[config.mk]
export PLATFORM = sky130hd
export DESIGN_NAME = programCounter
export DESIGN_NICKNAME = d
export VERILOG_FILES = /design/src/verilog/hackPkg.sv /design/src/verilog/programCounter.sv
export SDC_FILE = /design/constraint.sdc
export NUM_CORES = 1
export LEC_CHECK = 0
export CORE_MARGIN = 4
export CORE_UTILIZATION = 24
export CTS_CLUSTER_SIZE = 12
export DETAILED_ROUTE_END_ITERATION = 12
export DONT_BUFFER_PORTS = 1
export GPL_ROUTABILITY_DRIVEN = 0
export GPL_TIMING_DRIVEN = 0
export PLACE_DENSITY = 0.49
export SLEW_MARGIN = 30
export SYNTH_ARGS = -nofsm -noshare
export SYNTH_HDL_FRONTEND = slang
export SYNTH_SLANG_ARGS = --single-unit
[constraint.sdc]
create_clock -name clk -period 1.6 [get_ports clk]
set_clock_uncertainty 0.05 [all_clocks]
set_input_delay 0.24 -clock clk [delete_from_list [all_inputs] [get_ports clk]]
set_output_delay 0.24 -clock clk [all_outputs]
set_load 0.1 [all_outputs]
[src/verilog/hackPkg.sv]
package hackPkg;

    // one machine word, used by every data path
    typedef logic [15:0] hackWord;

    // instruction address, the Hack pc width
    typedef logic [14:0] romAddr;

    // instruction field positions
    localparam int instrTypePos = 15;  // clear for an A-instruction
    localparam int aBitPos      = 12;  // y operand is M instead of A
    localparam int compLsb      = 6;   // zx nx zy ny f no from bit 11 down
    localparam int compWidth    = 6;
    localparam int destLsb      = 3;
    localparam int destAPos     = 5;
    localparam int destDPos     = 4;
    localparam int destMPos     = 3;
    localparam int jumpLsb      = 0;
    localparam int jltPos       = 2;
    localparam int jeqPos       = 1;
    localparam int jgtPos       = 0;

    // jump field codes, lt eq gt from msb down
    localparam logic [2:0] jmpNone = 3'b000;
    localparam logic [2:0] jmpGt   = 3'b001;
    localparam logic [2:0] jmpEq   = 3'b010;
    localparam logic [2:0] jmpGe   = 3'b011;
    localparam logic [2:0] jmpLt   = 3'b100;
    localparam logic [2:0] jmpNe   = 3'b101;
    localparam logic [2:0] jmpLe   = 3'b110;
    localparam logic [2:0] jmpAll  = 3'b111;

    // ALU controls in instruction order
    typedef struct packed {
        logic zx;
        logic nx;
        logic zy;
        logic ny;
        logic f;
        logic no;
    } aluCtrl;

endpackage

[src/verilog/programCounter.sv]
`timescale 1ns/1ps

module programCounter import hackPkg::*; (
    input  logic   clk,
    input  logic   arstN,
    input  logic   run,
    input  logic   load,
    input  romAddr target,
    output romAddr pc
);

    romAddr pcReg;

    always_ff @(posedge clk or negedge arstN) begin
        if (!arstN) begin
            pcReg <= '0;
        end else if (run) begin
            if (load) begin
                pcReg <= target;  // taken jump
            end else begin
                pcReg <= pcReg + romAddr'(1);  // wraps at the top
            end
        end
        // run low: hold
    end

    assign pc = pcReg;

endmodule

==> flow_metrics.py <==
metrics = {
    "placement": {
        "io_buffers": 0,
        "placed_area_um2": 1061,
        "hpwl_um": 2020,
        "dp_cells": 153,
    },
    "floorplanning": {
        "num_io_pins": 34,
        "dieWidth_um": 70.45,
        "core_um2": 3716,
        "fp.dieH_um": 70.45,
        "start_util_pct": 25.19,
        "die_area_um2": 4963,
        "rows": 22,
    },
    "route": {
        "drt_iter0_drc": 37,
        "drc": 0,
        "routedWlPerCell_um": 18.03,
        "first_pass_iters": 4,
        "routed_wl_um": 2921,
        "via_per_inst": 5.525,
        "vias": 895,
        "detail-route-antenna-nets": 0,
    },
    "global_routing": {
        "grt_pass1_wl_um": 4843,
        "grt_usage_pct": 12.37,
        "antenna_found_initial": 0,
        "first_global_vias": 921,
        "grt_max_degree": 16,
        "grt_overflow": 0,
    },
    "sta": {
        "setup_slack_ns": -0.1320,
        "fin_crit_ns": 1.732,
        "max_freq_mhz": 577.4,
        "slew_viol_final": 0,
        "hold_viol": 0,
        "setup_viol": 10,
        "post-route-period-util_pct": 108.3,
        "max_slew.worst_pin.slew_ns": 0.9883,
        "grt_setup_unrepaired": "yes",
        "fin_tns_setup_ns": -0.6676,
        "max_slew_margin_pct": 34.11,
    },
    "synthesis": {
        "synth-async-reset-ratio_pct": 100.0,
        "yosysTopAreaCellShare_pct": 40.11,
        "yosys.area.top_type": "dfrtp_1",
        "synthTopCellsByArea": "dfrtp_1 40%, a21oi_1 5.3%, o21ai_0 4.3%",
        "syn_inst": 105,
        "yosys_most_used_dff": "dfrtp_1",
        "synth-seq-cells": 15,
        "yosys_warnings": 0,
        "synth-seq-area-share_pct": 40.11,
        "synth_nets": 125,
        "synth_edf_count": 0,
        "yosysUniqueCellTypes": 34,
        "syn_area_per_cell_um2": 8.913,
        "synth.cell_area_um2": 935.9,
    },
    "min_path": {
        "hold_path_class": "in -> reg",
    },
    "status": {
        "status": "finished, violations left",
        "violations": "setup timing",
    },
    "final_layout": {
        "antenna_cells": 0,
        "syn_to_final_growth_pct": 30.75,
        "stdcell_count": 162,
        "fin_util_pct": 32.93,
        "drive_gt1_share_pct": 39.47,
        "final_cell_area_um2": 1224,
        "largest_register_ffs": 15,
        "nets": 135,
    },
    "clocking": {
        "htree_levels": 1,
        "cts.path.max_buffers": 2,
        "cts_made_buffers": 3,
        "path_clk_slew_ns": 0.07,
        "clk_latency_ns": 0.25,
        "cts_root_buf": "clkbuf_8",
        "clkSinkCount": 15,
        "cts_tree": "yes",
    },
    "critical_path": {
        "cp-start-kind": "register",
        "rrSetupSlack_ns": -0.13,
        "worstPathArrival_ns": 1.87,
        "end_kind": "register",
        "critical_path_required_ns": 1.74,
        "cp_max_fo": 6,
        "critPathKind": "reg -> reg",
    },
    "power": {
        "p_sw_share_pct": 52.45,
        "combPwrFrac_pct": 15.8,
        "p_leak_uw": 0.0004306,
        "ir_drop_v": 0.0006657,
        "p_sw_uw": 833.5,
        "p_per_area_nw_per_um2": 1299,
        "sequentialPowerShare_pct": 64.2,
        "p_int_uw": 755.7,
        "pwr-share-clk_pct": 20.0,
    },
    "flow_run": {
        "maxCapViolCount": 0,
    },
}
[cell families (layout without fill, tap and decap cells)]
kind of cell               count (synthesis)  in the layout  share of synthesized area, %
muxes                                      2              2                         2.273
AOI/OAI and AO/OA                         41             41                         29.68
adders and majority gates                  1              1                         1.337
buffers and inverters                      8             17                         3.476
and+or+nand+nor                           38             38                         23.13
DFF                                       15             15                         40.11
[power by group through the flow]
stage / Sequential (µW) / Combinational, µW / Clock (µW)
after CTS: 1010 / 247 / 329
after global placement: 1010 / 193 / 0
after floorplan: 984 / 161 / 0
after detailed placement: 1020 / 197 / 0
after global routing: 1030 / 287 / 349
final: 1020 / 251 / 318
[layer usage]
layer  global-route usage, %  vias to the layer above  routed length [µm]
met1                   16.05                      425                1348
met5                       0                        -                   0
met2                   18.92                       31                1278
met4                   1.915                        0                  18
li1                        -                      437                   -
met3                   5.899                        2                 276
[worst paths after layout]
| check | from | to | cells past startpoint |
|---|---|---|---|
| worst max-delay path | pc[0] | pc[12] | 5 |
| worst min-delay path | target[10] | pc[10] | 2 |
| worst max register to register | pc[0] | pc[12] | 5 |
| worst min register to register | pc[9] | pc[9] | 1 |
| max in group asynchronous | arstN | pc[6] | 1 |
| min in group asynchronous | arstN | pc[9] | 1 |
[cells in the mapped netlist, types with 3 or more instances]
master,instances
a311oi_1,3
o21ai_0,8
nor2_1,7
and3_1,4
dfrtp_1,15
nand2_1,6
a22o_1,3
clkbuf_1,4
o22ai_1,6
nand3_1,7
a21oi_1,10
[critical path, stage by stage (launching register included)]
cell and delay, ns:
dfrtp_4 0.65, ha_4 0.21, and3_4 0.21, nand4_1 0.11, mux2_4 0.34, nor2_1 0.08
[layout make-up]
cell class / instances / area, µm²
plain buffers: 6 / 25.02
clock buffers: 3 / 41.29
clock inverters: 1 / 5.005
fillers: 413 / 2492
inverters: 2 / 7.507
multi-input cells: 82 / 621.8
flip-flops and latches: 15 / 419.2
well taps: 48 / 60.06
repair buffers: 5 / 43.79
[placed cells by master, fill, tap and decap left out, types with 4 or more instances in the layout]
master    count
nand2_1       6
nand3_1       4
nor2_1        6
dfrtp_4      11
a21oi_1       9
o21ai_1       4
clkbuf_1      4
o22ai_1       6
[per-stage QoR]
step	worst slack, ns	total power, µW	hold WS (ns)
finish	-0.1320	1589	0.08951
global route	-0.1956	1671	0.1222
CTS	-0.1292	1590	0.09254
detailed placement	-0.2506	1212	-0.1051
global placement	-0.2323	1206	-0.1051
floorplan	-0.05631	1145	-0.1056
[timing repair]
| item | in CTS | in global routing |
|---|---|---|
| pin swaps | 11 | 6 |
| hold buffers | 1 | 0 |
| endpoints found under the setup margin | 11 | 11 |
| cloned | 0 | 0 |
| endpoints found under the hold margin | 15 | 0 |
| gates resized for setup | 15 | 6 |
| setup buffers | 4 | 1 |
Note: power is estimated with default switching activity, not from simulation.
