**src/verilog/hackPkg.sv**
```systemverilog
package hackPkg;

    // one machine word, used by every data path
    typedef logic [15:0] hackWord;

    // instruction address, the Hack pc width
    typedef logic [14:0] romAddr;

    // instruction field positions
    localparam int instrTypePos = 15;  // clear for an A-instruction
    localparam int aBitPos      = 12;  // y operand is M instead of A
    localparam int compLsb      = 6;   // zx nx zy ny f no from bit 11 down
    localparam int compWidth    = 6;
    localparam int destLsb      = 3;
    localparam int destAPos     = 5;
    localparam int destDPos     = 4;
    localparam int destMPos     = 3;
    localparam int jumpLsb      = 0;
    localparam int jltPos       = 2;
    localparam int jeqPos       = 1;
    localparam int jgtPos       = 0;

    // jump field codes, lt eq gt from msb down
    localparam logic [2:0] jmpNone = 3'b000;
    localparam logic [2:0] jmpGt   = 3'b001;
    localparam logic [2:0] jmpEq   = 3'b010;
    localparam logic [2:0] jmpGe   = 3'b011;
    localparam logic [2:0] jmpLt   = 3'b100;
    localparam logic [2:0] jmpNe   = 3'b101;
    localparam logic [2:0] jmpLe   = 3'b110;
    localparam logic [2:0] jmpAll  = 3'b111;

    // ALU controls in instruction order
    typedef struct packed {
        logic zx;
        logic nx;
        logic zy;
        logic ny;
        logic f;
        logic no;
    } aluCtrl;

endpackage

```
**src/verilog/hackMemIf.sv**
```systemverilog
`timescale 1ns/1ps

// data memory port of the CPU
interface hackMemIf import hackPkg::*; ();

    hackWord addressM;  // from the A register
    hackWord outM;      // ALU result
    logic    writeM;    // store strobe, sampled at the rising edge
    hackWord inM;       // async read of addressM

    modport cpu (
        output addressM,
        output outM,
        output writeM,
        input  inM
    );

    modport mem (
        input  addressM,
        input  outM,
        input  writeM,
        output inM
    );

endinterface

```
**src/verilog/hackAlu.sv**
```systemverilog
`timescale 1ns/1ps

module hackAlu import hackPkg::*; (
    input  hackWord x,
    input  hackWord y,
    input  aluCtrl  ctrl,
    output hackWord out,
    output logic    zr,
    output logic    ng
);

    hackWord xOp;
    hackWord yOp;
    hackWord fOut;

    // x preset: zero first, then invert
    always_comb begin
        xOp = ctrl.zx ? '0 : x;
        if (ctrl.nx) begin
            xOp = ~xOp;
        end
    end

    // same for y
    always_comb begin
        yOp = ctrl.zy ? '0 : y;
        if (ctrl.ny) begin
            yOp = ~yOp;
        end
    end

    always_comb begin
        if (ctrl.f) begin
            fOut = xOp + yOp;  // wraps mod 2^16
        end else begin
            fOut = xOp & yOp;
        end
    end

    assign out = ctrl.no ? ~fOut : fOut;

    // status flags
    assign zr = (out == '0);
    assign ng = out[15];

endmodule

```
**src/verilog/hackCpu.sv**
```systemverilog
`timescale 1ns/1ps

module hackCpu import hackPkg::*; #(
    parameter int ramDepthLog2 = 10
) (
    input  logic         clk,
    input  logic         arstN,
    input  logic         run,
    input  hackWord      instr,
    hackMemIf.cpu        mem,
    output logic         jump,
    output romAddr       jumpTarget
);

    hackWord aReg;
    hackWord dReg;

    logic    isC;
    logic    aBit;
    aluCtrl  comp;
    logic [2:0] dest;
    logic [2:0] jmp;

    logic    writeA;
    logic    writeD;
    logic    writeMem;

    hackWord aluY;
    hackWord aluOut;
    logic    zr;
    logic    ng;
    logic    condMet;

    // decode
    assign isC  = instr[instrTypePos];
    assign aBit = instr[aBitPos];
    assign comp = aluCtrl'(instr[compLsb +: compWidth]);
    assign dest = instr[destLsb +: 3];
    assign jmp  = instr[jumpLsb +: 3];

    // destination strobes only fire for C-instructions while running
    assign writeA   = run && isC && dest[destAPos - destLsb];
    assign writeD   = run && isC && dest[destDPos - destLsb];
    assign writeMem = run && isC && dest[destMPos - destLsb];

    // y is M when the a bit is set
    assign aluY = aBit ? mem.inM : aReg;

    hackAlu alu (
        .x    (dReg),
        .y    (aluY),
        .ctrl (comp),
        .out  (aluOut),
        .zr   (zr),
        .ng   (ng)
    );

    // A register, loaded by A-instructions or as a destination
    always_ff @(posedge clk or negedge arstN) begin
        if (!arstN) begin
            aReg <= '0;
        end else if (run && !isC) begin
            aReg <= {1'b0, instr[14:0]};
        end else if (writeA) begin
            aReg <= aluOut;
        end
    end

    always_ff @(posedge clk or negedge arstN) begin
        if (!arstN) begin
            dReg <= '0;
        end else if (writeD) begin
            dReg <= aluOut;
        end
    end

    // jump rule: lt on ng, eq on zr, gt on neither
    assign condMet = (jmp[jltPos - jumpLsb] && ng)
                   || (jmp[jeqPos - jumpLsb] && zr)
                   || (jmp[jgtPos - jumpLsb] && !ng && !zr);

    assign jump       = run && isC && condMet;
    assign jumpTarget = aReg[14:0];

    // memory port
    assign mem.addressM = hackWord'(aReg[ramDepthLog2-1:0]);
    assign mem.outM     = aluOut;
    assign mem.writeM   = writeMem;

endmodule

```
**src/flat_wrapper.sv**
```systemverilog
// flat-port wrapper written by rule: the top's interface ports become plain ports
module hackCpu_flat import hackPkg::*;
#(
    parameter int ramDepthLog2 = 10
)
  (clk, arstN, run, instr, jump, jumpTarget, mem_addressM, mem_outM, mem_writeM, mem_inM);
  hackMemIf mem_i ();
  input  logic clk;
  input  logic arstN;
  input  logic run;
  input  hackWord instr;
  output logic jump;
  output romAddr jumpTarget;
  output wire logic [$bits(mem_i.addressM)-1:0] mem_addressM;
  output wire logic [$bits(mem_i.outM)-1:0] mem_outM;
  output wire logic [$bits(mem_i.writeM)-1:0] mem_writeM;
  input wire logic [$bits(mem_i.inM)-1:0] mem_inM;
  assign mem_addressM = mem_i.addressM;
  assign mem_outM = mem_i.outM;
  assign mem_writeM = mem_i.writeM;
  assign mem_i.inM = mem_inM;
  hackCpu #(.ramDepthLog2(ramDepthLog2)) u_core (.clk(clk), .arstN(arstN), .run(run), .instr(instr), .mem(mem_i), .jump(jump), .jumpTarget(jumpTarget));
endmodule
```
**config.mk**
```make
export PLATFORM = sky130hd
export DESIGN_NAME = hackCpu_flat
export DESIGN_NICKNAME = d
export VERILOG_FILES = /design/src/verilog/hackPkg.sv /design/src/verilog/hackMemIf.sv /design/src/verilog/hackAlu.sv /design/src/verilog/hackCpu.sv /design/src/flat_wrapper.sv
export SDC_FILE = /design/constraint.sdc
export NUM_CORES = 1
export LEC_CHECK = 0
export ABC_AREA = 1
export BUFFER_PORTS_ARGS = -buffer_cell sky130_fd_sc_hd__buf_4
export CAP_MARGIN = 20
export CORE_MARGIN = 2
export CORE_UTILIZATION = 54
export CTS_CLUSTER_SIZE = 16
export DETAILED_ROUTE_END_ITERATION = 7
export PLACE_DENSITY = 0.78
export SYNTH_ARGS = -nofsm -noshare
export SYNTH_HDL_FRONTEND = slang
export SYNTH_SLANG_ARGS = --single-unit
```
**constraint.sdc**
```tcl
create_clock -name clk -period 3.3 [get_ports clk]
set_input_delay 0.165 -clock clk [delete_from_list [all_inputs] [get_ports clk]]
set_output_delay 0.165 -clock clk [all_outputs]
set_load 0.02 [all_outputs]
```
==> results.md, run 1 <==
- Die height: 88.5 um
- Largest family of logic cells by synthesized area: simple AND/OR/NAND/NOR gates
- Initial Util: 0.564
- Layout cell share with drive strength beyond 1: 0.290
- Setup CP Type: flip-flop to output pin
- Clk sink count: 32
- Fin Setup TNS: -0.0629 ns
- Dpl hpwl: 8580 um
- Final wirelength: 12,100 um
- GRT Util Overall: 0.279
- Final Critical Period: 3.36 ns
- First-pass DRT Iterations: 5
- Critical path required time: 3.13 ns
- Skew-Pair Late Insertion Delay: 0.28 ns
- Maxcap violations: 0
- Final Hold Fails: 0
- Core area: 6830 sq um
- Status: finished with violations
- Crit. End Element: output pin
- Die W: 88.5 um
- Max Root-Sink Buffers: 2
- GP Congestion: 0.960
- Fin nets: 753
- Synthesized-area fraction occupied by and/or/nand/nor cells: 0.366
- Routed vias/inst: 5.52
- Total die area: 7820 sq um
- Final max-slew violation count: 0
- Hold crit path type: input port to flip-flop
- Remaining Overflow, GRT: 0
- Leading area contributor after synthesis: dfrtp_1
- Critical Path Source Type: flip-flop
- Cts bufs inserted: 5
- Fmax: 297 MHz
- Top FF cell, synth: dfrtp_1
- Gate Count Post-Synth: 628
- Ys async rst share: 1.00
- Adder-cell share of the synthesized area: 0.0572
- First-pass GRT wire length: 17,200 um
- Clock Skew: 0.00588 ns
- Most common cell in the netlist: nand2_1
- Wirelength per Cell: 15.2 um
- Fin util: 0.718
- Multiplexer share of the synthesized area: 0
- Rows: 30
- Max transition margin: 0.423
- Worst Tran Pin Value: 0.865 ns
- Critical Path Max Stage Delay: 0.44 ns
- PortBufs: 77
- Worst reg2reg setup slack: 0.71 ns
- Most instantiated cells after synthesis: 184 x nand2_1, 98 x inv_1, 65 x nand3_1, 35 x o21ai_0, 34 x xor2_1
- Antenna cell count: 0
- RR Startpoint: u_core.aReg[13]
- Cell Chain, Critical Path: nor2_2 > nor2_1 > o21ai_0 > xor2_1 > ha_1 > nand2_2 > inv_1 > nand2_1 > nand2_1 > a21oi_2 > nand3_1 > nand3_1 > nand3_1 > nand2_2 > nand2_1 > nor2_2 > nand3_1 > nand2_1 > nand3_1 > nand2_1 > inv_1 > buf_6
- Antenna Nets Post-Route: 0
- Seq cells post-synth: 32
- Post-Synth XOR/XNOR Area: 0.0773
- Root Buffer: clkbuf_8
- Register area share after synthesis: 0.208
- Share of the synthesized area in the top cell type: 0.208
- Via count: 4,396
- Failing checks: setup timing
- Reg clk slew, reported paths: 0.07 ns
- I/O pin count: 84
- Vias in the first global route: 3,734
- Reg-to-Reg End: u_core.dReg[15]
- Synth warn: 0
- DRC Markers: 0
- Setup ws final: -0.0629 ns
- Area grow syn2layout: 27.4%
- Period utilization: 1.02
- P per Cell Area: 572 nW/um^2
- Yosys cell types: 29
- Post-Syn Area per Cell: 6.13 sq um
- Reg2Reg Depth: 17
- Tot Pwr: 2.81 mW
- EDFF count, synth: 0
- Iteration-0 DRC Markers: 419
- Worst setup path start: u_core.aReg[13]
- Pleak: 2.66 nW
- Ranking of synthesized cells by area: dfrtp_1 21%, nand2_1 18%, inv_1 9.6%
- CTS tree: done
- Slowest CP cell: dfrtp_1
- Arr. time, crit path: 3.20 ns
- RSZ-0062 raised after global routing: yes
- Post-synthesis compound-gate area fraction: 0.105
- Crit Path Max Fanout: 4
- Final setup vio count: 1
- Initial antenna violation count: 0
- Fillers: 572
- Critical path capture point: jump
- Peak VDD IR: 0.316 mV
- H-tree Lvls: 2
- Cell area after synthesis: 3850 sq um
- Largest net degree at the start of global routing: 33
cell families after synthesis:
family	after synthesis
other cells	1
simple gates	319
buf+inv	155
xor+xnor	34
flops	32
compound gates	70
fa+ha+maj	17
final cells by class:
| type | instances | area [sq um] | share of cell area |
|---|---|---|---|
| Clock buffer | 7 | 96.3 | 0.0196 |
| Inverter | 102 | 383 | 0.0781 |
| Tap cell | 96 | 120 | 0.0245 |
| Sequential cell | 32 | 801 | 0.163 |
| Multi-Input combinational cell | 446 | 2630 | 0.536 |
| Timing Repair Buffer | 114 | 875 | 0.178 |
sequential cells by signal, indices dropped and copies added, names as in the netlist:
register,count
u_core.aReg,16
u_core.dReg,16
critical path: cells and delay by family (launching register included):
kind	cells	cell delay, ns
buffers and inverters	3	0.23
xor gates and xnor gates	1	0.28
AOI/OAI and AO/OA	2	0.27
DFF	1	0.44
adders and majority gates	1	0.33
and+or+nand+nor	15	1.37
what timing repair did:
| action | CTS | global route |
|---|---|---|
| hold buffers | 1 | 0 |
| endpoints found under the hold margin | 32 | 0 |
| pin swaps | 7 | 39 |
| setup endpoints to repair | 1 | 1 |
| buffers inserted | 8 | 23 |
| resized for setup | 5 | 73 |
layer usage:
| metal | track usage | up-vias | routed length, um |
|---|---|---|---|
| met2 | 0.472 | 219 | 6220 |
| li1 | - | 2076 | - |
| met1 | 0.364 | 2064 | 4830 |
| met5 | 0 | - | 0 |
| met3 | 0.0401 | 37 | 747 |
| met4 | 0.0937 | 0 | 320 |
worst min path at each step:
stage                   start         endpoint  slack [ns]  cells after the start
finish              instr[13]  u_core.aReg[13]        0.11                      3
global route        instr[14]  u_core.aReg[14]        0.11                      3
CTS                 instr[13]  u_core.aReg[13]        0.11                      3
detailed placement      arstN  u_core.dReg[11]        0.13                      1
global placement        arstN  u_core.dReg[10]        0.13                      1
floorplan               arstN   u_core.aReg[0]       -0.13                      0
cell usage in the layout, fill, tap and decap left out, drive strengths merged:
master,n
nand2,199
buf,113
inv,99
nand3,70
o21ai,35
nor2,35
xor2,34
dfrtp,32
a21oi,18
ha,16
o221ai,10
clkbuf,7
o211ai,6
conb,6
nand4,6
or2,4
clkinv,3
and2,3
nand3b,1
nor3,1
o22ai,1
fa,1
dlygate4sd3,1
per-stage QoR:
step           cell area (sq um)  std cells  worst slack, ns  hold WS [ns]
3_5_place_dp                4300        759            0.132         0.133
4_1_cts                     4480        775           0.0100         0.105
2_1_floorplan               3870        633            0.184        -0.131
6_report                    4900        797          -0.0629         0.113
3_3_place_gp                4300        759            0.194         0.127
5_1_grt                     4900        797           -0.276         0.108
power breakdown:
part,switching (mW),internal (mW)
logic,1.17,0.759
registers,0.0593,0.479
clock network,0.150,0.186
total,1.38,1.42
Power figures use the tool's default switching activity.
==> inputs of run 2 (changes only) <==
--- a/config.mk
+++ b/config.mk
@@ -5,14 +5,14 @@
 export SDC_FILE = /design/constraint.sdc
 export NUM_CORES = 1
 export LEC_CHECK = 0
-export ABC_AREA = 1
+export ABC_AREA = 0
 export BUFFER_PORTS_ARGS = -buffer_cell sky130_fd_sc_hd__buf_4
 export CAP_MARGIN = 20
 export CORE_MARGIN = 2
 export CORE_UTILIZATION = 54
 export CTS_CLUSTER_SIZE = 16
 export DETAILED_ROUTE_END_ITERATION = 7
-export PLACE_DENSITY = 0.78
+export PLACE_DENSITY = 0.79
 export SYNTH_ARGS = -nofsm -noshare
 export SYNTH_HDL_FRONTEND = slang
 export SYNTH_SLANG_ARGS = --single-unit
==> run 2 against run 1 <==
Compared with the run above: the flow still finishes with violations (setup timing); clock skew grew 0.0022 ns; register-to-register slack worse by 0.74 ns; synthesized area down 7.6%; via count shrank 15%; final cell count is 21% lower; clock-buffer cell count shrank 1; synthesized cell count is 32% lower; combinational power up 40%; critical path depth shrank 4; critical path type unchanged; critical endpoint unchanged.
==> results.md, run 2 <==
- Status: finished with violations (unchanged)
- Failing checks: setup timing (unchanged)
- Placed cell count: 605 (was 759)
- Clk sink count: 32 (unchanged)
- Skew-Pair Late Insertion Delay: 0.28 ns (about the same)
- Yosys cell types: 72 (was 29)
- Crit. End Element: output pin (unchanged)
- Final hold slack: 0.129 ns (was 0.113 ns)
- Final Critical Period: 3.89 ns (was 3.36 ns)
- Largest family of logic cells by synthesized area: compound AO/OA/AOI/OAI gates (was simple AND/OR/NAND/NOR gates)
- Post-Synth XOR/XNOR Area: 0.137 (was 0.0773)
- Synthesized-area fraction occupied by and/or/nand/nor cells: 0.177 (was 0.366)
- Most common cell after layout, fill and taps aside: buf_4 (was nand2_1)
- Non-Filler Instances: 631 (was 797)
- Register area share after synthesis: 0.225 (was 0.208)
- Dpl hpwl: 7770 um (was 8580 um)
- Vias in the first global route: 3,547 (was 3,734)
- CTS tree: done (unchanged)
- Worst reg2reg setup slack: -0.03 ns (was 0.71 ns)
- Largest registers: u_core.aReg (16), u_core.dReg (16) (unchanged)
- Core area: 6350 sq um (was 6830 sq um)
- Crit Path Max Fanout: 5 (was 4)
- Largest net degree at the start of global routing: 34 (was 33)
- H-tree Lvls: 2 (unchanged)
- Remaining Overflow, GRT: 0 (unchanged)
- Routed vias/inst: 5.93 (was 5.52)
- Die W: 85.2 um (was 88.5 um)
- Maxcap violations: 0 (unchanged)
- Post-Syn Area per Cell: 8.31 sq um (was 6.13 sq um)
- First-pass DRT Iterations: 5 (unchanged)
- Reg clk slew, reported paths: 0.07 ns (about the same)
- Wirelength per Cell: 18.0 um (was 15.2 um)
- Tot Pwr: 3.58 mW (was 2.81 mW)
- Arr. time, crit path: 3.73 ns (was 3.20 ns)
- Worst setup path start: u_core.aReg[0] (was u_core.aReg[13])
- Iteration-0 DRC Markers: 242 (was 419)
- Max transition margin: 0.204 (was 0.423)
- Worst Tran Pin Value: 1.19 ns (was 0.865 ns)
- Ys async rst share: 1.00 (unchanged)
- Adder-cell share of the synthesized area: 0.0619 (was 0.0572)
- Ranking of synthesized cells by area: dfrtp_1 23%, xor2_1 6.9%, buf_4 6.8% (was dfrtp_1 21%, nand2_1 18%, inv_1 9.6%)
- GRT Util Overall: 0.284 (was 0.279)
- Setup ws final: -0.591 ns (was -0.0629 ns)
- Peak VDD IR: 0.588 mV (was 0.316 mV)
- Most instantiated cells after synthesis: 37 x o21ai_0, 32 x buf_4, 32 x dfrtp_1, 31 x nand2_1, 28 x xor2_1 (was 184 x nand2_1, 98 x inv_1, 65 x nand3_1, 35 x o21ai_0, 34 x xor2_1)
- Cell area after synthesis: 3560 sq um (was 3850 sq um)
- Critical Path Stages: 18 (was 22)
- Fillers: 425 (was 572)
- Hold crit path type: input port to flip-flop (unchanged)
- Setup CP Type: flip-flop to output pin (unchanged)
- Final wirelength: 11,400 um (was 12,100 um)
- I/O pin count: 84 (unchanged)
- Crit path buf inv count: 5 (was 3)
- Multiplexer share of the synthesized area: 0.0650 (was 0)
- Seq cells post-synth: 32 (unchanged)
- Slowest CP cell: dfrtp_1 (unchanged)
- Clock Skew: 0.00806 ns (was 0.00588 ns)
- Final setup vio count: 9 (was 1)
- Most frequent cells in the layout: 162 x buf_4, 32 x o21ai_0, 32 x dfrtp_1 (was 166 x nand2_1, 111 x buf_4, 95 x inv_1)
- GP Congestion: 0.944 (was 0.960)
- Dpl ws: -0.410 ns (was 0.132 ns)
- Total die area: 7250 sq um (was 7820 sq um)
- Critical path capture point: jump (unchanged)
- Crit path max-delay family: compound AO/OA/AOI/OAI gates (was simple AND/OR/NAND/NOR gates)
- Hold depth: 3 (unchanged)
- First-pass GRT wire length: 16,500 um (was 17,200 um)
- Antenna cell count: 0 (unchanged)
- Root Buffer: clkbuf_8 (unchanged)
- Cell Chain, Critical Path: mux2i_1 > nor2_1 > xor2_1 > ha_2 > buf_4 > a211oi_4 > o211ai_4 > buf_4 > buf_4 > a221oi_4 > nand2_1 > a221oi_2 > o32ai_2 > xnor2_2 > inv_1 > a41o_1 > o21a_2 > buf_6 (was nor2_2 > nor2_1 > o21ai_0 > xor2_1 > ha_1 > nand2_2 > inv_1 > nand2_1 > nand2_1 > a21oi_2 > nand3_1 > nand3_1 > nand3_1 > nand2_2 > nand2_1 > nor2_2 > nand3_1 > nand2_1 > nand3_1 > nand2_1 > inv_1 > buf_6)
- Fin util: 0.768 (was 0.718)
- DRC Markers: 0 (unchanged)
- Area grow syn2layout: 37.1% (was 27.4%)
- Initial Util: 0.560 (was 0.564)
- Cts bufs inserted: 5 (unchanged)
- HP Start: instr[13] (unchanged)
- P per Cell Area: 733 nW/um^2 (was 572 nW/um^2)
- Reg-to-Reg End: u_core.dReg[15] (unchanged)
- Die height: 85.2 um (was 88.5 um)
- Rows: 29 (was 30)
- Post-synthesis compound-gate area fraction: 0.204 (was 0.105)
- Synth warn: 0 (unchanged)
- Gate Count Post-Synth: 428 (was 628)
- Final max-slew violation count: 0 (unchanged)
- Final Hold Fails: 0 (unchanged)
- EDFF count, synth: 0 (unchanged)
- RR Startpoint: u_core.aReg[0] (was u_core.aReg[13])
- Fmax: 257 MHz (was 297 MHz)
- Layout cell share with drive strength beyond 1: 0.404 (was 0.290)
- RSZ-0062 raised after global routing: yes (unchanged)
- Pleak: 2.41 nW (was 2.66 nW)
- Critical Path Max Stage Delay: 0.39 ns (was 0.44 ns)
- Fin nets: 606 (was 753)
- Initial antenna violation count: 0 (unchanged)
- Antenna Nets Post-Route: 0 (unchanged)
- Share of the synthesized area in the top cell type: 0.225 (was 0.208)
- Leading area contributor after synthesis: dfrtp_1 (unchanged)
- Reg2Reg Depth: 17 (unchanged)
- Critical Path Source Type: flip-flop (unchanged)
- PortBufs: 77 (unchanged)
- Max Root-Sink Buffers: 2 (unchanged)
- Critical Path Most Common Cell: buf_4
- Via count: 3,741 (was 4,396)
- Top FF cell, synth: dfrtp_1 (unchanged)
- Period utilization: 1.18 (was 1.02)
- Most common cell in the netlist: o21ai_0 (was nand2_1)
- Critical path required time: 3.13 ns (about the same)
-- run 2: cell families after synthesis --
group,Yosys count
buf+inv,78
compound gates,104
fa+ha+maj,17
simple gates,119
other cells,1
flops,32
xor+xnor,54
mux,23
-- run 2: metrics by stage --
stage / TNS, ns / area [sq um]
detailed placement: -1.11 / 4470
CTS: -1.35 / 4740
finish: -1.85 / 4880
global placement: -0.474 / 4470
floorplan: 0 / 3650
global route: -3.16 / 4880
-- run 2: tightest hold or removal path: cells and delay by family --
kind,cells,cell delay [ns]
buffers and inverters,1,0.08
AOI/OAI and AO/OA,2,0.13
-- run 2: how the worst min path moves through the flow --
stage,end
3_3_place_gp,u_core.aReg[2]
4_1_cts,u_core.aReg[14]
6_report,u_core.aReg[13]
3_5_place_dp,u_core.aReg[2]
5_1_grt,u_core.aReg[13]
2_1_floorplan,u_core.aReg[0]
-- run 2: power by group --
group,internal [mW],switching (mW),leakage (nW)
Sequential,0.509,0.0804,0.396
Clock,0.143,0.148,0.0410
Combinational,1.30,1.39,1.97
Total,1.95,1.62,2.41
-- run 2: metal layers --
metal,track usage,vias up,wire (um)
li1,-,1711,-
met1,0.329,1784,4260
met2,0.530,201,5950
met3,0.0389,45,705
met4,0.0981,0,437
met5,0,-,0
-- run 2: area by class of cell --
type                            instances  area, sq um  area share
Multi-Input combinational cell        323         2490       0.511
Timing Repair Buffer                  171         1330       0.272
Sequential cell                        32          801       0.164
Tap cell                               77         96.3      0.0197
Inverter                               21         82.6      0.0169
Clock buffer                            6         72.6      0.0149
Clock inverter                          1         5.00     0.00103
-- run 2: repair_timing --
item,CTS,global route
pin swaps,20,32
resized for setup,23,18
endpoints found under the setup margin,9,14
setup buffers,9,8
endpoints found under the hold margin,32,0
cloned,0,0
hold buffers,1,0
==> inputs of run 3 (changes only) <==
==> constraint.sdc (replaced) <==
create_clock -name clk -period 4.1 [get_ports clk]
set_input_delay 0.205 -clock clk [delete_from_list [all_inputs] [get_ports clk]]
set_output_delay 0.205 -clock clk [all_outputs]
set_load 0.02 [all_outputs]
==> run 3 against run 2 <==
Compared with the run above: the run now ends clean; non-clock buffer count is 72 lower; wire length is 10% lower; flip-flop and latch count stayed put; combinational power is 36% lower; worst setup slack better by 0.78 ns; sequential share of layout area is 2.2 points higher; final cell count is 11% lower; critical path type unchanged; largest power group unchanged.
==> results.md, run 3 (synthesis results as in run 2) <==
- Most frequent cells in the layout: 97 x buf_4, 37 x o21ai_0, 32 x dfrtp_1 (was 162 x buf_4, 32 x o21ai_0, 32 x dfrtp_1)
- Dpl hpwl: 7200 um (was 7770 um)
- Worst Tran Pin Value: 0.560 ns (was 1.19 ns)
- Fmax: 255 MHz
- Maxcap violations: 0 (unchanged)
- Die height: 85.2 um (unchanged)
- Fillers: 516 (was 425)
- Via count: 3,374 (was 3,741)
- P per Cell Area: 583 nW/um^2 (was 733 nW/um^2)
- Initial Util: 0.560 (unchanged)
- Hold crit path type: input port to flip-flop (unchanged)
- Crit. End Element: output pin (unchanged)
- Clk sink count: 32 (unchanged)
- Total die area: 7250 sq um (unchanged)
- Fin nets: 534 (was 606)
- Routed vias/inst: 6.03 (was 5.93)
- Setup CP Type: flip-flop to output pin (unchanged)
- Iteration-0 DRC Markers: 308 (was 242)
- Period utilization: 0.955
- Largest registers: u_core.aReg (16), u_core.dReg (16) (unchanged)
- PortBufs: 77 (unchanged)
- H-tree Lvls: 2 (unchanged)
- DRC Markers: 0 (unchanged)
- First-pass GRT wire length: 16,100 um (was 16,500 um)
- Worst reg2reg setup slack: 0.96 ns (was -0.03 ns)
- Antenna Nets Post-Route: 0 (unchanged)
- Layout cell share with drive strength beyond 1: 0.304 (was 0.404)
- Final setup vio count: 0 (was 9)
- Post-route cell area: 4310 sq um (was 4880 sq um)
- Max Root-Sink Buffers: 2 (unchanged)
- First-pass DRT Iterations: 5 (unchanged)
- GRT Util Overall: 0.276 (was 0.284)
- Critical Path Most Common Cell: buf_4 (unchanged)
- Antenna cell count: 0 (unchanged)
- Cts bufs inserted: 5 (unchanged)
- Initial antenna violation count: 0 (unchanged)
- Arr. time, crit path: 3.71 ns (was 3.73 ns)
- Wirelength per Cell: 18.2 um (was 18.0 um)
- Placed cell count: 540 (was 605)
- Most common cell after layout, fill and taps aside: buf_4 (unchanged)
- I/O pin count: 84 (unchanged)
- Final Hold Fails: 0 (unchanged)
- Post-DP Area: 3950 sq um (was 4470 sq um)
- Clock Skew: 0.00884 ns (was 0.00806 ns)
- Non-Filler Instances: 560 (was 631)
- Peak VDD IR: 0.427 mV (was 0.588 mV)
- Final hold slack: 0.171 ns (was 0.129 ns)
- Remaining Overflow, GRT: 0 (unchanged)
- Critical Path Source Type: flip-flop (unchanged)
- Die W: 85.2 um (unchanged)
- Crit Path Max Fanout: 4 (was 5)
- Area grow syn2layout: 21.2% (was 37.1%)
- Final Critical Period: 3.92 ns
- Vias in the first global route: 3,322 (was 3,547)
- Reg clk slew, reported paths: 0.07 ns (about the same)
- Core area: 6350 sq um (unchanged)
- Critical path required time: 3.89 ns (was 3.13 ns)
- Rows: 29 (unchanged)
- Final max-slew violation count: 0 (unchanged)
- Root Buffer: clkbuf_8 (unchanged)
- Critical Path Max Stage Delay: 0.41 ns (was 0.39 ns)
- Final wirelength: 10,200 um (was 11,400 um)
- Slowest CP cell: dfrtp_1 (unchanged)
- Skew-Pair Late Insertion Delay: 0.28 ns (about the same)
- CTS tree: done (unchanged)
- Status: complete, no violations (was finished with violations)
- Pleak: 2.05 nW (was 2.41 nW)
- Cell Chain, Critical Path: mux2i_1 > nor2_1 > xor2_1 > ha_2 > fa_2 > a211oi_2 > o21bai_2 > o211a_1 > nor4_1 > nor4b_2 > buf_4 > nand2_1 > nor4_4 > a41o_1 > o21a_1 > buf_4 (was mux2i_1 > nor2_1 > xor2_1 > ha_2 > buf_4 > a211oi_4 > o211ai_4 > buf_4 > buf_4 > a221oi_4 > nand2_1 > a221oi_2 > o32ai_2 > xnor2_2 > inv_1 > a41o_1 > o21a_2 > buf_6)
- Largest net degree at the start of global routing: 34 (unchanged)
- GP Congestion: 0.886 (was 0.944)
- Max transition margin: 0.626 (was 0.204)
==> run 3: cell type report <==
cell class,instances,area [sq um],share of cell area
Clock buffer,6,72.6,0.0168
Clock inverter,2,35.0,0.00812
Inverter,21,80.1,0.0186
Multi-Input combinational cell,323,2480,0.575
Sequential cell,32,801,0.186
Tap cell,77,96.3,0.0223
Timing Repair Buffer,99,749,0.174
==> run 3: worst paths after layout <==
| path | startpoint | to | cells after the start |
|---|---|---|---|
| worst min-delay path | instr[13] | u_core.aReg[13] | 3 |
| worst max-delay path | u_core.aReg[0] | jump | 16 |
| min in group asynchronous | arstN | u_core.aReg[0] | 2 |
| worst min register to register | u_core.dReg[13] | u_core.dReg[13] | 2 |
| max in group asynchronous | arstN | u_core.aReg[9] | 2 |
| worst max register to register | u_core.aReg[0] | u_core.aReg[14] | 13 |
==> run 3: stage by stage <==
stage               total power [mW]  TNS [ns]   util  worst slack (ns)
global placement                1.98         0  0.622             0.316
floorplan                       1.59         0      -            0.0790
global route                    2.68    -0.136  0.679            -0.136
detailed placement              2.02         0  0.622             0.211
finish                          2.51         0  0.679             0.184
CTS                             2.34         0  0.643            0.0458
==> run 3: per-layer routing <==
metal  vias to the layer above  GRT usage  share of wire
li1                       1561          -              -
met1                      1640      0.346           0.40
met2                       148      0.480           0.51
met3                        25     0.0379          0.058
met4                         0      0.104          0.029
met5                         -          0              0
==> run 3: power by group <==
group / switching [mW] / total (mW) / internal (mW)
Combinational: 0.973 / 1.73 / 0.755
Clock: 0.126 / 0.306 / 0.181
Sequential: 0.0703 / 0.480 / 0.409
==> run 3: what timing repair did <==
| action | in CTS | in global routing |
|---|---|---|
| gates resized for setup | 2 | 27 |
| hold endpoints to repair | 32 | 0 |
| endpoints found under the setup margin | 1 | 1 |
| hold buffers | 1 | 0 |
| buffers inserted | 1 | 8 |
| pin swaps | 0 | 5 |
| gates cloned | 0 | 0 |
==> run 3: worst max-delay path: cells and delay by family (launching register included) <==
family | cells | cell delay, ns
multiplexers | 1 | 0.14
adder cells (fa/ha/maj) | 2 | 0.63
AND/OR/NAND/NOR | 5 | 0.70
AO/OA/AOI/OAI | 5 | 1.08
flip-flops | 1 | 0.41
XOR/XNOR | 1 | 0.14
buffers and inverters | 2 | 0.32
